<file path="config.mk">
export PLATFORM = sky130hd
export DESIGN_NAME = sv32_fetch_mmu
export DESIGN_NICKNAME = d
export VERILOG_FILES = /design/src/sv32_pkg.sv /design/src/fetch_req_fifo.sv /design/src/sv32_itranslate.sv /design/src/sv32_page_walker.sv /design/src/sv32_fetch_mmu.sv
export SDC_FILE = /design/constraint.sdc
export NUM_CORES = 1
export LEC_CHECK = 0
export BUFFER_PORTS_ARGS = -buffer_cell sky130_fd_sc_hd__buf_2
export CAP_MARGIN = 5
export CORE_UTILIZATION = 55
export DETAILED_ROUTE_END_ITERATION = 12
export GPL_TIMING_DRIVEN = 0
export HOLD_SLACK_MARGIN = 0.08
export PLACE_DENSITY = 0.77
export SYNTH_ARGS = -nofsm -noshare
export SYNTH_HDL_FRONTEND = slang
export SYNTH_SLANG_ARGS = --single-unit
</file>
<file path="constraint.sdc">
create_clock -name clk -period 4.5 [get_ports clk]
set_clock_uncertainty 0.2 [all_clocks]
set_input_delay 0.9 -clock clk [delete_from_list [all_inputs] [get_ports clk]]
set_output_delay 0.9 -clock clk [all_outputs]
set_load 0.02 [all_outputs]
</file>
<file path="src/sv32_pkg.sv">
// shared types and constants for the sv32 instruction fetch mmu.
// satp mode is always sv32; machine mode is the only bypass.
// no tlb, no mxr/sum, no dirty or accessed bit updates by hardware.
// physical addresses are 34 bits wide, as in the rv32 sv32 scheme.
package sv32_pkg;

  // default request queue depth, overridden from the top level.
  localparam int FIFO_DEPTH = 4;

  // privilege mode, rv32 encoding.
  // value 2 is reserved.
  typedef enum logic [1:0] {
    priv_user       = 2'd0,
    priv_supervisor = 2'd1,
    priv_machine    = 2'd3
  } priv_e;

  // pte flag bit positions.
  localparam int PTE_V = 0;
  localparam int PTE_R = 1;
  localparam int PTE_W = 2;
  localparam int PTE_X = 3;
  localparam int PTE_U = 4;
  localparam int PTE_A = 6;

  // pte physical page number fields.
  localparam int PTE_PPN0_LO = 10;
  localparam int PTE_PPN0_HI = 19;
  localparam int PTE_PPN1_LO = 20;
  localparam int PTE_PPN1_HI = 31;

  // sv32 geometry.
  localparam int SV32_PAGE_SHIFT = 12;
  localparam int SV32_PTE_SIZE   = 4;
  localparam int SV32_PPN_BITS   = 22;
  localparam int SV32_VPN_BITS   = 10;
  // vpn1 is vaddr[31:22], vpn0 is vaddr[21:12].
  localparam int SV32_VPN1_LSB   = 22;
  localparam int SV32_VPN0_LSB   = 12;

  // fetch request from the fetch stage.
  typedef struct packed {
    logic [31:0] vaddr;
    priv_e       priv;
  } fetch_req_t;

  // fetch response.
  // paddr is all ones on a fault.
  typedef struct packed {
    logic [33:0] paddr;
    logic        page_fault;
  } fetch_rsp_t;

  // walker answer: leaf pte and walk outcome.
  typedef struct packed {
    logic [31:0] pte;
    logic        superpage;
    logic        walk_fault;
  } walk_rsp_t;

endpackage

</file>
<file path="src/fetch_req_fifo.sv">
// circular request queue between the fetch stage and the translation unit.
// in_ready drops only when full; a full queue still takes a write
// in a cycle where the head is popped.
// storage has no reset, only the pointers and the count do.
`timescale 1ns/1ps

module fetch_req_fifo
  import sv32_pkg::*;
#(
  parameter int DEPTH = FIFO_DEPTH
) (
  input  logic       clk,
  input  logic       resetn,
  input  fetch_req_t in,
  input  logic       in_valid,
  output logic       in_ready,
  output fetch_req_t out,
  output logic       out_valid,
  input  logic       out_ready
);

  localparam int PTR_W = (DEPTH > 1) ? $clog2(DEPTH) : 1;
  localparam int CNT_W = $clog2(DEPTH + 1);

  fetch_req_t       mem [DEPTH];
  logic [PTR_W-1:0] wr_ptr;
  logic [PTR_W-1:0] rd_ptr;
  logic [CNT_W-1:0] count;
  logic             full;
  logic             push;
  logic             pop;

  // wrap at depth, so depth need not be a power of two.
  function automatic logic [PTR_W-1:0] next_ptr(input logic [PTR_W-1:0] p);
    return (p == PTR_W'(DEPTH - 1)) ? '0 : p + 1'b1;
  endfunction

  assign full      = (count == CNT_W'(DEPTH));
  assign in_ready  = !full || out_ready;
  assign out_valid = (count != '0);
  assign out       = mem[rd_ptr];
  assign push      = in_valid && in_ready;
  assign pop       = out_valid && out_ready;

  always_ff @(posedge clk) begin
    if (!resetn) begin
      wr_ptr <= '0;
      rd_ptr <= '0;
      count  <= '0;
    end else begin
      if (push) wr_ptr <= next_ptr(wr_ptr);
      if (pop) rd_ptr <= next_ptr(rd_ptr);
      // count moves only when exactly one side transfers.
      if (push && !pop) count <= count + 1'b1;
      else if (pop && !push) count <= count - 1'b1;
    end
  end

  // head slot is read before this write lands when full.
  always_ff @(posedge clk) begin
    if (push) mem[wr_ptr] <= in;
  end

endmodule

</file>
<file path="src/sv32_itranslate.sv">
// instruction address translation unit, one request at a time.
// machine mode passes the address through, zero extended.
// supervisor and user modes ask the walker for the leaf pte and then
// apply the execute rules; mxr and sum are not supported.
// the response is held while rsp_ready is low and nothing is popped.
`timescale 1ns/1ps

module sv32_itranslate
  import sv32_pkg::*;
(
  input  logic        clk,
  input  logic        resetn,
  input  fetch_req_t  q_req,
  input  logic        q_valid,
  output logic        q_ready,
  output logic [31:0] walk_vaddr,
  output logic        walk_valid,
  input  logic        walk_ready,
  input  walk_rsp_t   walk_rsp,
  input  logic        walk_rsp_valid,
  output fetch_rsp_t  rsp,
  output logic        rsp_valid,
  input  logic        rsp_ready
);

  // idle, walk request, wait for walk answer, respond.
  localparam logic [1:0] st_idle = 2'd0;
  localparam logic [1:0] st_walk = 2'd1;
  localparam logic [1:0] st_wait = 2'd2;
  localparam logic [1:0] st_resp = 2'd3;

  logic [1:0]  state;
  fetch_req_t  cur;
  fetch_rsp_t  rsp_q;
  logic [31:0] pte;
  logic        perm_fault;
  logic [33:0] leaf_paddr;

  assign pte = walk_rsp.pte;

  // execute permission check on the leaf.
  always_comb begin
    perm_fault = walk_rsp.walk_fault;
    // reserved write without read.
    if (pte[PTE_W] && !pte[PTE_R]) perm_fault = 1'b1;
    // accessed bit must already be set.
    if (!pte[PTE_A]) perm_fault = 1'b1;
    case (cur.priv)
      priv_supervisor: begin
        // no execution of user pages from supervisor.
        if (pte[PTE_U] || !pte[PTE_X]) perm_fault = 1'b1;
      end
      priv_user: begin
        if (!(pte[PTE_X] && pte[PTE_U])) perm_fault = 1'b1;
      end
      // reserved encoding never translates.
      default: perm_fault = 1'b1;
    endcase
  end

  // superpage keeps vpn0 from the virtual address.
  always_comb begin
    if (walk_rsp.superpage) begin
      leaf_paddr = {pte[PTE_PPN1_HI:PTE_PPN1_LO],
                    cur.vaddr[SV32_VPN0_LSB +: SV32_VPN_BITS],
                    cur.vaddr[SV32_PAGE_SHIFT-1:0]};
    end else begin
      leaf_paddr = {pte[PTE_PPN1_HI:PTE_PPN0_LO], cur.vaddr[SV32_PAGE_SHIFT-1:0]};
    end
  end

  always_ff @(posedge clk) begin
    if (!resetn) begin
      state <= st_idle;
    end else begin
      case (state)
        st_idle: begin
          if (q_valid) state <= (q_req.priv == priv_machine) ? st_resp : st_walk;
        end
        st_walk: if (walk_ready) state <= st_wait;
        st_wait: if (walk_rsp_valid) state <= st_resp;
        st_resp: if (rsp_ready) state <= st_idle;
        default: state <= st_idle;
      endcase
    end
  end

  // payload registers.
  always_ff @(posedge clk) begin
    if (q_valid && q_ready) begin
      cur <= q_req;
      // bypass result, overwritten later for a walked request.
      rsp_q.paddr      <= {2'b00, q_req.vaddr};
      rsp_q.page_fault <= 1'b0;
    end else if (state == st_wait && walk_rsp_valid) begin
      rsp_q.paddr      <= perm_fault ? '1 : leaf_paddr;
      rsp_q.page_fault <= perm_fault;
    end
  end

  assign q_ready    = (state == st_idle);
  assign walk_valid = (state == st_walk);
  assign walk_vaddr = cur.vaddr;
  assign rsp_valid  = (state == st_resp);
  assign rsp        = rsp_q;

endmodule

</file>
<file path="src/sv32_page_walker.sv">
// two level sv32 page table walker with one read outstanding.
// satp_ppn must stay stable for the whole walk.
// the read answer has no back pressure and is always taken.
// accessed and dirty bits are never written back.
// walk_rsp_valid is a single cycle pulse.
`timescale 1ns/1ps

module sv32_page_walker
  import sv32_pkg::*;
(
  input  logic                     clk,
  input  logic                     resetn,
  input  logic [SV32_PPN_BITS-1:0] satp_ppn,
  input  logic [31:0]              walk_vaddr,
  input  logic                     walk_valid,
  output logic                     walk_ready,
  output walk_rsp_t                walk_rsp,
  output logic                     walk_rsp_valid,
  output logic [33:0]              mem_addr,
  output logic                     mem_valid,
  input  logic                     mem_ready,
  input  logic [31:0]              mem_rdata,
  input  logic                     mem_rvalid
);

  typedef enum logic [2:0] {
    idle,
    req_l1,
    wait_l1,
    req_l0,
    wait_l0,
    done
  } walk_state_e;

  walk_state_e              state;
  logic [31:0]              vaddr_q;
  logic [SV32_PPN_BITS-1:0] next_ppn_q;
  walk_rsp_t                rsp_q;

  logic                     pte_bad;
  logic                     pte_leaf;
  logic                     ppn0_set;
  logic [SV32_PPN_BITS-1:0] table_ppn;
  logic [SV32_VPN_BITS-1:0] vpn;

  // decode of the word coming back from memory.
  // invalid, or the reserved write without read.
  assign pte_bad  = !mem_rdata[PTE_V] || (mem_rdata[PTE_W] && !mem_rdata[PTE_R]);
  assign pte_leaf = mem_rdata[PTE_R] || mem_rdata[PTE_X];
  // superpage alignment needs ppn0 zero.
  assign ppn0_set = (mem_rdata[PTE_PPN0_HI:PTE_PPN0_LO] != '0);

  // table base and index per level.
  assign table_ppn = (state == req_l0) ? next_ppn_q : satp_ppn;
  assign vpn = (state == req_l0) ? vaddr_q[SV32_VPN0_LSB +: SV32_VPN_BITS]
                                 : vaddr_q[SV32_VPN1_LSB +: SV32_VPN_BITS];

  assign mem_addr = {table_ppn, {SV32_PAGE_SHIFT{1'b0}}} + 34'(vpn) * 34'(SV32_PTE_SIZE);
  assign mem_valid = (state == req_l1) || (state == req_l0);

  always_ff @(posedge clk) begin
    if (!resetn) begin
      state <= idle;
    end else begin
      case (state)
        idle: if (walk_valid) state <= req_l1;
        req_l1: if (mem_ready) state <= wait_l1;
        wait_l1: begin
          if (mem_rvalid) begin
            // a pointer entry continues to level 0.
            state <= (pte_bad || pte_leaf) ? done : req_l0;
          end
        end
        req_l0: if (mem_ready) state <= wait_l0;
        wait_l0: if (mem_rvalid) state <= done;
        done: state <= idle;
        default: state <= idle;
      endcase
    end
  end

  // walk payload.
  always_ff @(posedge clk) begin
    if (state == idle && walk_valid) begin
      vaddr_q <= walk_vaddr;
    end
    if (state == wait_l1 && mem_rvalid) begin
      rsp_q.pte        <= mem_rdata;
      rsp_q.superpage  <= pte_leaf;
      rsp_q.walk_fault <= pte_bad || (pte_leaf && ppn0_set);
      next_ppn_q       <= mem_rdata[PTE_PPN1_HI:PTE_PPN0_LO];
    end
    if (state == wait_l0 && mem_rvalid) begin
      rsp_q.pte        <= mem_rdata;
      rsp_q.superpage  <= 1'b0;
      // level 0 must end in a leaf.
      rsp_q.walk_fault <= pte_bad || !pte_leaf;
    end
  end

  assign walk_ready     = (state == idle);
  assign walk_rsp_valid = (state == done);
  assign walk_rsp       = rsp_q;

endmodule

</file>
<file path="src/sv32_fetch_mmu.sv">
// sv32 instruction fetch mmu top: queue, translation unit, walker.
// responses leave in request order.
// satp_ppn must not change while requests are outstanding.
`timescale 1ns/1ps

module sv32_fetch_mmu
  import sv32_pkg::*;
#(
  parameter int FIFO_DEPTH = sv32_pkg::FIFO_DEPTH
) (
  input  logic                     clk,
  input  logic                     resetn,
  input  logic [SV32_PPN_BITS-1:0] satp_ppn,
  input  fetch_req_t               req,
  input  logic                     req_valid,
  output logic                     req_ready,
  output fetch_rsp_t               rsp,
  output logic                     rsp_valid,
  input  logic                     rsp_ready,
  output logic [33:0]              mem_addr,
  output logic                     mem_valid,
  input  logic                     mem_ready,
  input  logic [31:0]              mem_rdata,
  input  logic                     mem_rvalid
);

  // queue to translation unit.
  fetch_req_t  q_req;
  logic        q_valid;
  logic        q_ready;
  // translation unit to walker and back.
  logic [31:0] walk_vaddr;
  logic        walk_valid;
  logic        walk_ready;
  walk_rsp_t   walk_rsp;
  logic        walk_rsp_valid;

  fetch_req_fifo #(
    .DEPTH(FIFO_DEPTH)
  ) u_fifo (
    .clk      (clk),
    .resetn   (resetn),
    .in       (req),
    .in_valid (req_valid),
    .in_ready (req_ready),
    .out      (q_req),
    .out_valid(q_valid),
    .out_ready(q_ready)
  );

  sv32_itranslate u_itranslate (
    .clk           (clk),
    .resetn        (resetn),
    .q_req         (q_req),
    .q_valid       (q_valid),
    .q_ready       (q_ready),
    .walk_vaddr    (walk_vaddr),
    .walk_valid    (walk_valid),
    .walk_ready    (walk_ready),
    .walk_rsp      (walk_rsp),
    .walk_rsp_valid(walk_rsp_valid),
    .rsp           (rsp),
    .rsp_valid     (rsp_valid),
    .rsp_ready     (rsp_ready)
  );

  sv32_page_walker u_walker (
    .clk           (clk),
    .resetn        (resetn),
    .satp_ppn      (satp_ppn),
    .walk_vaddr    (walk_vaddr),
    .walk_valid    (walk_valid),
    .walk_ready    (walk_ready),
    .walk_rsp      (walk_rsp),
    .walk_rsp_valid(walk_rsp_valid),
    .mem_addr      (mem_addr),
    .mem_valid     (mem_valid),
    .mem_ready     (mem_ready),
    .mem_rdata     (mem_rdata),
    .mem_rvalid    (mem_rvalid)
  );

endmodule

</file>
# [Yosys cells after proc, flatten, opt, wreduce, memory -nomap -nowiden]
# Memory sizes are Yosys's and may differ from the RTL's. A register that Yosys moved wholly into a read port is not among the register bits.
# Index checks and enable logic that the tools add are counted.
[classes] add_sub_neg=5 eq_ne=22 n_mux=34 reduce_logical=38
[ops] operator="two-way mux 34 bit" n=3
[ops] operator="two-way mux 33 bit" n=2
[ops] operator="two-way mux 22 bit" n=2
[ops] operator="adder 34 x 12 -> 34 bit" n=1
[ops] operator="two-way mux 3 bit" n=8
[ops] operator="two-way mux 2 bit" n=9
[ops] operator="case mux 3 bit (5 select lines)" n=1
[ops] operator="logical AND 1 bit" n=12
[ops] operator="== test 2 bit, second input constant" n=5
[ops] operator="two-way mux 10 bit" n=1
[ops] operator="inequality test 2 bit, second input constant" n=5
[ops] operator="nonzero test 10 bit" n=1
[ops] operator="== test 3 bit, second input constant" n=3
[ops] operator="zero test 1 bit" n=8
[ops] operator="logical OR 1 bit" n=8
[ops] operator="inequality test 2 x 1 -> 1 bit, second input constant" n=4
[ops] operator="case mux 2 bit (4 select lines)" n=1
[ops] operator="== test 3 x 2 -> 1 bit, second input constant" n=2
[ops] operator="two-way mux 1 bit" n=6
[ops] operator="nonzero test 2 bit" n=3
[ops] operator="AND reduction 5 bit" n=1
[ops] operator="adder 2 x 1 -> 2 bit, second input constant" n=2
[ops] operator="== test 2 x 1 -> 1 bit, second input constant" n=2
[ops] operator="zero test 2 bit" n=2
[ops] operator="other kinds (7)" n=7
[word_totals] ff_bits=169 ramBits=136 input_bits=94 output_inout_bits=72 elab_cells=115 n_memories=1
[mem_list] memory="u_fifo.mem" depth=4 width=34 rd=1 rd_ports_with_merged_regs=1 wr=1 line="fetch_req_fifo.sv:25" rtl="fetch_req_t mem [DEPTH];"

# [Depth between registers and ports, before layout]
# Gate-level depths: netlist of the first run.
[logic_depth] ltp_word=9 depth_mapped=11 ltp_nobuf=10

# [Hierarchy]
# Synthesis of the first run repeated with hierarchy kept, for this count alone.
[unflattened] cells_unflattened=674 hier_area_um2=11961.5
[modules_own_cells] mod="fetch_req_fifo" instances=1 cells_each=229 area_each_um2=5376.4 seq_area_each_um2=4264.1
[modules_own_cells] mod="sv32_page_walker" instances=1 cells_each=197 area_each_um2=3389.5 seq_area_each_um2=2332.2
[modules_own_cells] mod="sv32_itranslate" instances=1 cells_each=248 area_each_um2=3195.6 seq_area_each_um2=2082.0

# [Least setup slack after synthesis of the first run]
# Ideal clock, no wire load.
[synth_path] kind="register to register" from="register u_itranslate.state[1]" to="register u_walker.vaddr_q[12], enable pin" setup_ns=0.455 t_arrival_ns=2.757 required_ns=3.845 path_slack_ns=1.088 stages_incl_launch_ff=4 path_buffers=0 synth_period_minus_slack_ns=3.412 cell_sequence="dfxtp_1 > inv_1 > ha_1 > nor4b_1"
[synth_via] elab_chain_len=2
[synth_rtl] element="start, declared" line="sv32_itranslate.sv:32" rtl="logic [1:0] state;"
[synth_rtl] element="start signal, assigned" line="sv32_itranslate.sv:74" rtl="state <= st_idle;"
[synth_rtl] element="start signal, assigned" line="sv32_itranslate.sv:78" rtl="if (q_valid) state <= (q_req.priv == priv_machine) ? st_resp : st_walk;"
[synth_rtl] element="start signal, assigned" line="sv32_itranslate.sv:80" rtl="st_walk: if (walk_ready) state <= st_wait;"
[synth_rtl] element="== test 2 x 1 -> 1 bit" line="sv32_itranslate.sv:102" rtl="assign walk_valid = (state == st_walk);"
[synth_rtl] element="logical AND 1 bit" line="sv32_page_walker.sv:84" rtl="if (state == idle && walk_valid) begin"
[synth_rtl] element="end signal, assigned" line="sv32_page_walker.sv:85" rtl="vaddr_q <= walk_vaddr;"
[synth_rtl] element="end, declared" line="sv32_page_walker.sv:36" rtl="logic [31:0] vaddr_q;"
# No other way between the ends.
# A chain may end at the register's enable or synchronous reset.

# [Final worst setup path of the first run]
[layout_path] from="register u_walker.state[0]" to="output mem_addr[2]"
[layout_via] elab_chain_len=3
[layout_rtl] element="start, declared" line="sv32_page_walker.sv:35" rtl="walk_state_e state;"
[layout_rtl] element="start signal, assigned" line="sv32_page_walker.sv:63" rtl="state <= idle;"
[layout_rtl] element="start signal, assigned" line="sv32_page_walker.sv:66" rtl="idle: if (walk_valid) state <= req_l1;"
[layout_rtl] element="start signal, assigned" line="sv32_page_walker.sv:67" rtl="req_l1: if (mem_ready) state <= wait_l1;"
[layout_rtl] element="== test 3 x 2 -> 1 bit" line="sv32_page_walker.sv:55" rtl="assign vpn = (state == req_l0) ? vaddr_q[SV32_VPN0_LSB +: SV32_VPN_BITS]"
[layout_rtl] element="two-way mux 10 bit" line="sv32_page_walker.sv:55"
[layout_rtl] element="adder 34 x 12 -> 34 bit" line="sv32_page_walker.sv:58" rtl="assign mem_addr = {table_ppn, {SV32_PAGE_SHIFT{1'b0}}} + 34'(vpn) * 34'(SV32_PTE_SIZE);"
[layout_rtl] element="end, declared" line="sv32_fetch_mmu.sv:20" rtl="output logic [33:0] mem_addr,"
# No other way between the ends.

==> summary.md, run 1 <==
| Metric | Value |
|---|---|
| Post_cts resized | 0 |
| Status | finished clean |
| Min Tclk post-route | between 3 and 4 ns |
| Post-CTS setup buffer count | 0 |
| RR Startpoint | u_itranslate.state[0]$_SDFFE_PN0P_ |
| Ys Warns | 0 |
| Reg-to-reg endpoint | u_fifo.count[2]$_SDFFE_PN0P_ |
| Footprint of the multi-input gates | about 2600 um2 |
| Vias/cell | about 5.6 |
| CTS Hold Bufs | 0 |
| Final #Nets | approximately 940 |
| Num CTS Buffers | 28 |
| R2r worst-path depth | 11 |
| CP Cell Sequence | buf_2, inv_2, nor2_2, nand2_1, buf_2, mux2_1, buf_2 |
| Max Root-Sink Buffers | 3 |
| CP startpoint kind | flip-flop |
| Reg2Reg Setup Slack | between 1.5 and 2 ns |
| Die H | between 100 and 150 um |
| Layout cells sized above 1 | 31.04% |
| Synth async-reset ratio | 0% |
| Slew Viols, Final | 0 |
| Synthesized instance count | 642 |
| PwrDens | around 600 nW/um2 |
| FILL cells | ~1300 |
| RSZ-0062 raised after global routing | no |
| Peak supply drop | approximately 0.33 mV |
| Antenna-violating nets left | 0 |
| Top cells by area, synth | edfxtp_1 (73%), mux4_2 (6.8%), dfxtp_1 (3.2%) |
| Yosys top cell area share | 72.52% |
| DP Wirelength | between 15000 and 20000 um |
| FF+latch count, synth | 290 |
| Relative slew margins | between 30% and 40% |
| Crit Path Category | flip-flop to output pin |
| Req. time, crit path | around 3.4 ns |
| Gr ovfl total | 0 |
| Clock root buffer | clkbuf_16 |
| Most frequent cells in the layout | edfxtp_1 (272), buf_2 (172), nor2_1 (40), nand2_1 (40), o21ai_1 (35) |
| Detailed-route via count | between 6000 and 7000 |
| Crit end category | output pin |
| Die width | between 100 and 150 um |
| EDFF count, synth | about 270 |
| FMAX | approximately 0.29 GHz |
| Register area | ~8500 um2 |
| Die area | 21060 um2 |
| TritonCTS Sinks | between 200 and 300 |
| Period utilization | a little under 80% |
| Max incr delay on CP | 0.38 ns |
| Largest net degree at the start of global routing | between 40 and 50 |
| Pre-antenna DRT Iters | 5 |
| Initial antenna violation count | 5 |
| Starting Density | 56.94% |
| CTS H-Tree Depth | 1 |
| Syn Area/Cell | about 18 um2 |
| First-pass GRT wire length | roughly 36000 um |
| Post-synth top area cell | edfxtp_1 |
| TritonCTS clock tree | yes |
| Leakage | 4.817 nW |
| Setup crit start | u_walker.state[0]$_SDFFE_PN0P_ |
| Most common cell after layout, fill and taps aside | edfxtp_1 |
| DRT Wirelength | ~23000 um |
| Area Growth Syn to Fin | 18.73% |
| Sequential fraction of the synthesis area | between 70 and 80% |
| Final setup fails | 0 |
| Slowest cell on crit path | mux2_1 |
| Total GRT Usage | 22.11% |
| Setup TNS | 0 ns |
| Worst slew pin tran | 0.9924 ns |
| Utilization after layout | 67.60% |
| DR WL/cell | approximately 20 um |
| Mapped Area | roughly 11000 um2 |
| Iteration-0 DRC Markers | between 500 and 600 |
| Number of max-cap violations | 0 |
| Min-delay worst type | flip-flop to flip-flop |
| IO Port Bufs | 159 |
| Core Area | 19780 um2 |
| Most common flop cell mapped by yosys | edfxtp_1 |
| Skew-Pair Late Insertion Delay | roughly 0.54 ns |
| Clock transition at path regs | 0.07 ns |
| Top cell by count, worst path | buf_2 |
| CP max FO | 10 |
| Arr. time, crit path | 2.39 ns |
| Synth unique cells | 47 |
| Number of global-route vias before repair | 6350 |
| Final routed DRC violation total | 0 |
| Final Hold Vio Count | 0 |
| Critical Path Sink | mem_addr[2] |
| Site Rows | 51 |
| I/O pin count | roughly 170 |
| GP Congestion | just under 0.9 |
-- routing by layer --
layer | global-route usage (%) | wire length [um]
met4 | 6.632 | 615
met2 | 37.91 | 11450
met1 | 28.60 | 9277
met5 | 0 | 0
met3 | 4.497 | 1681
-- state kept, by name, summed over array words and instances, names as in the netlist, named ones only --
register	cells
u_fifo.count	3
u_fifo.mem	136
u_fifo.rd_ptr	2
u_fifo.wr_ptr	2
u_itranslate.cur	2
u_itranslate.rsp	35
u_itranslate.state	2
u_itranslate.walk_vaddr	32
u_walker.next_ppn_q	22
u_walker.state	3
u_walker.vaddr_q	20
u_walker.walk_rsp	29
-- through the flow --
stage | setup WS, ns | hold slack, ns | area, um2 | cells | total power [mW]
2_1_floorplan | 1.088 | 0.2003 | 11270 | 643 | 5.142
3_3_place_gp | 0.2851 | 0.2061 | 12390 | 1067 | 5.714
3_5_place_dp | 1.557 | 0.2045 | 12470 | 1071 | 5.839
4_1_cts | 0.9706 | 0.2180 | 13360 | 1122 | 8.138
5_1_grt | 0.9277 | 0.2278 | 13370 | 1124 | 8.415
6_report | 1.008 | 0.2181 | 13370 | 1126 | 8.090
-- cell families (layout without fill, tap and decap cells) --
kind of cell	Yosys count	after routing	share of synthesized area (%)
AND/OR/NAND/NOR	153	153	6.765
other	1	6	0.03329
XOR/XNOR	4	4	0.3110
AO/OA/AOI/OAI	72	72	3.888
buffers and inverters	42	256	1.711
adder cells (fa/ha/maj)	12	12	1.400
multiplexers	68	68	10.18
flip-flops	290	290	75.72
-- cell type report --
type                            instances  share of cell area, %
Timing Repair Buffer                  163                  6.381
Inverter                               11                 0.3088
Sequential cell                       290                  63.77
Antenna cell                            4                0.07485
Clock inverter                         11                 0.9731
Multi-Input combinational cell        311                  19.14
Buffer                                 31                  1.132
Clock buffer                           40                  5.735
Tap cell                              265                  2.479
-- worst min-delay path by stage --
stage,startpoint,to,slack (ns),cells past startpoint
3_5_place_dp,u_itranslate.walk_vaddr[25]$_DFFE_PP_,u_walker.vaddr_q[25]$_DFFE_PP_,0.20,0
5_1_grt,u_itranslate.walk_vaddr[29]$_DFFE_PP_,u_walker.vaddr_q[29]$_DFFE_PP_,0.23,0
3_3_place_gp,u_itranslate.walk_vaddr[23]$_DFFE_PP_,u_walker.vaddr_q[23]$_DFFE_PP_,0.21,0
2_1_floorplan,u_itranslate.walk_vaddr[22]$_DFFE_PP_,u_walker.vaddr_q[22]$_DFFE_PP_,0.20,0
4_1_cts,u_itranslate.walk_vaddr[22]$_DFFE_PP_,u_walker.vaddr_q[22]$_DFFE_PP_,0.22,0
6_report,u_itranslate.walk_vaddr[22]$_DFFE_PP_,u_walker.vaddr_q[22]$_DFFE_PP_,0.22,0
-- worst max-delay path, delay by kind of cell, from the launching register on --
kind,cells,cell delay [ns]
buffers and inverters,4,0.78
muxes,1,0.38
DFF,1,0.36
and+or+nand+nor,2,0.33
-- synth_stat cells, types with 12 or more instances --
cell type and instances:
edfxtp_1 272, nor2_1 41, nand2_1 40, o21ai_1 35
mux4_2 34, mux2_1 32, and2_1 27, dfxtp_1 18
a21oi_1 14, buf_2 13, nor2b_1 13, clkbuf_1 12
-- power breakdown --
part | total (mW) | internal, mW | switching, mW
Clock | 2.30 | 1.35 | 0.944
Sequential | 3.87 | 3.68 | 0.193
Combinational | 1.92 | 0.704 | 1.21
Total | 8.09 | 5.74 | 2.35
Power figures use the tool's default switching activity.
==> run 2: changes to the inputs <==
==> constraint.sdc (replaced) <==
create_clock -name clk -period 3.27 [get_ports clk]
set_clock_uncertainty 0.2 [all_clocks]
set_input_delay 0.654 -clock clk [delete_from_list [all_inputs] [get_ports clk]]
set_output_delay 0.654 -clock clk [all_outputs]
set_load 0.02 [all_outputs]
==> summary.md, run 2 (same netlist as run 1, synthesis figures left out) <==
| Metric | Value |
|---|---|
| Status | finished clean |
| DRT Wirelength | between 20000 and 25000 um |
| Skew-Pair Late Insertion Delay | 0.54 ns |
| Final instance area | between 10000 and 15000 um2 |
| Req. time, crit path | approximately 2.4 ns |
| Final #Nets | around 940 |
| Largest net degree at the start of global routing | 44 |
| FMAX | 0.3174 GHz |
| Utilization after layout | around two thirds |
| Total GRT Usage | approximately 22% |
| Post-CTS setup buffer count | 0 |
| Period utilization | between 90% and 100% |
| Gr ovfl total | 0 |
| CP startpoint kind | flip-flop |
| Detailed-route via count | between 6000 and 7000 |
| Crit end category | output pin |
| Starting Density | between 50 and 60% |
| FILL cells | around 1300 |
| Number of global-route vias before repair | 6490 |
| Layout cells sized above 1 | between 30% and 40% |
| Slew Viols, Final | 0 |
| CP max FO | 10 |
| Final routed DRC violation total | 0 |
| Most frequent cells in the layout | edfxtp_1 (272), buf_2 (171), nor2_1 (40), nand2_1 (39), o21ai_1 (35) |
| Min-delay worst type | primary input to flip-flop |
| Number of flip-flops in the largest register | 136 |
| RSZ-0062 raised after global routing | no |
| Die width | 145.1 um |
| GP Congestion | approximately 0.9 |
| Area Growth Syn to Fin | 19.37% |
| DR WL/cell | 20.72 um |
| Vias/cell | between 5 and 6 |
| PwrDens | about 840 nW/um2 |
| CTS Hold Bufs | 0 |
| Arr. time, crit path | 2.30 ns |
| IO Port Bufs | 159 |
| Pre-antenna DRT Iters | 5 |
| Setup TNS | 0 ns |
| Worst hold margin | roughly 0.12 ns |
| TritonCTS Sinks | between 200 and 300 |
| Num CTS Buffers | 28 |
| TritonCTS clock tree | yes |
| Reg with most FFs | u_fifo.mem |
| I/O pin count | roughly 170 |
| Clock transition at path regs | about 0.060 ns |
| Die H | approximately 150 um |
| Die area | 21060 um2 |
| Initial antenna violation count | 3 |
| Number of max-cap violations | 0 |
| Leakage | 4.855 nW |
| Min Tclk post-route | 3.150 ns |
| Iteration-0 DRC Markers | between 500 and 600 |
| Peak supply drop | 0.5382 mV |
| Final setup fails | 0 |
| Post-placement cell area | 12470 um2 |
| Core Area | 19780 um2 |
| DP Wirelength | ~16000 um |
| Worst slew pin tran | slightly below 1 ns |
| CTS H-Tree Depth | 1 |
| Max Root-Sink Buffers | 3 |
| Tot Pwr | ~11 mW |
| Relative slew margins | roughly a third |
| Antenna-violating nets left | 0 |
| Final Hold Vio Count | 0 |
| Crit Path Category | flip-flop to output pin |
| Most common cell after layout, fill and taps aside | edfxtp_1 |
| Clock root buffer | clkbuf_16 |
| Site Rows | roughly 50 |
| First-pass GRT wire length | ~36000 um |
-- run 2: changes by cell type in the layout (fill, tap and decap cells not counted), sizes merged --
cell	previous run	this run
clkbuf	52	43
clkinv	7	13
buf	182	180
bufinv	3	5
clkinvlp	1	2
diode	4	3
-- run 2: critical path, cell delays in order, from the launching register on --
cell and delay (ns):
dfxtp_1 0.36, buf_2 0.25, inv_2 0.06, nor2_2 0.14, nand2_2 0.15, clkbuf_4 0.25
mux2_1 0.37, buf_2 0.18
-- run 2: metal layers --
metal	routed length (um)	vias to the layer above	GRT usage, %
met5	0	-	0
met4	495	0	7.316
met3	1889	35	5.000
met2	11790	296	37.88
met1	9097	3085	28.35
li1	-	2862	-
-- run 2: report_power, final --
part / switching, mW / internal (mW) / leakage (nW) / total (mW)
logic: 1.68 / 0.973 / 1.71 / 2.65
clock network: 1.35 / 2.00 / 0.471 / 3.35
registers: 0.266 / 5.07 / 2.67 / 5.33
total: 3.29 / 8.04 / 4.85 / 11.3
-- run 2: stage by stage --
step / cells / worst slack (ns)
global route: 1122 / 0.02084
CTS: 1120 / 0.02862
floorplan: 643 / 0.6122
global placement: 1067 / 0.3005
finish: 1123 / 0.1197
detailed placement: 1070 / 0.4374
-- run 2: layout make-up --
class                      count  area (um2)  share of cell area (%)
buffer                        31       153.9                   1.145
timing repair buffer         162       849.6                   6.319
tap                          265       331.6                   2.466
multi-input combinational    311        2571                   19.12
clock buffer                  30       729.5                   5.425
sequential                   290        8528                   63.43
clock inverter                20       232.7                   1.731
inverter                      11       41.29                  0.3071
antenna                        3       7.507                 0.05583
-- run 2: worst paths after layout --
check,start,end,slack [ns],cells past startpoint
setup / recovery,u_walker.state[0]$_SDFFE_PN0P_,mem_addr[7],0.12,7
hold / removal,mem_rdata[23],u_walker.next_ppn_q[13]$_DFFE_PP_,0.12,1
setup reg to reg,u_itranslate.state[0]$_SDFFE_PN0P_,u_fifo.count[2]$_SDFFE_PN0P_,0.42,11
hold reg to reg,u_itranslate.walk_vaddr[29]$_DFFE_PP_,u_walker.vaddr_q[29]$_DFFE_PP_,0.21,0
-- run 2: timing repair --
item / CTS / global route
resized for setup: 0 / 2
setup endpoints to repair: 0 / 15
hold endpoints to repair: 0 / 0
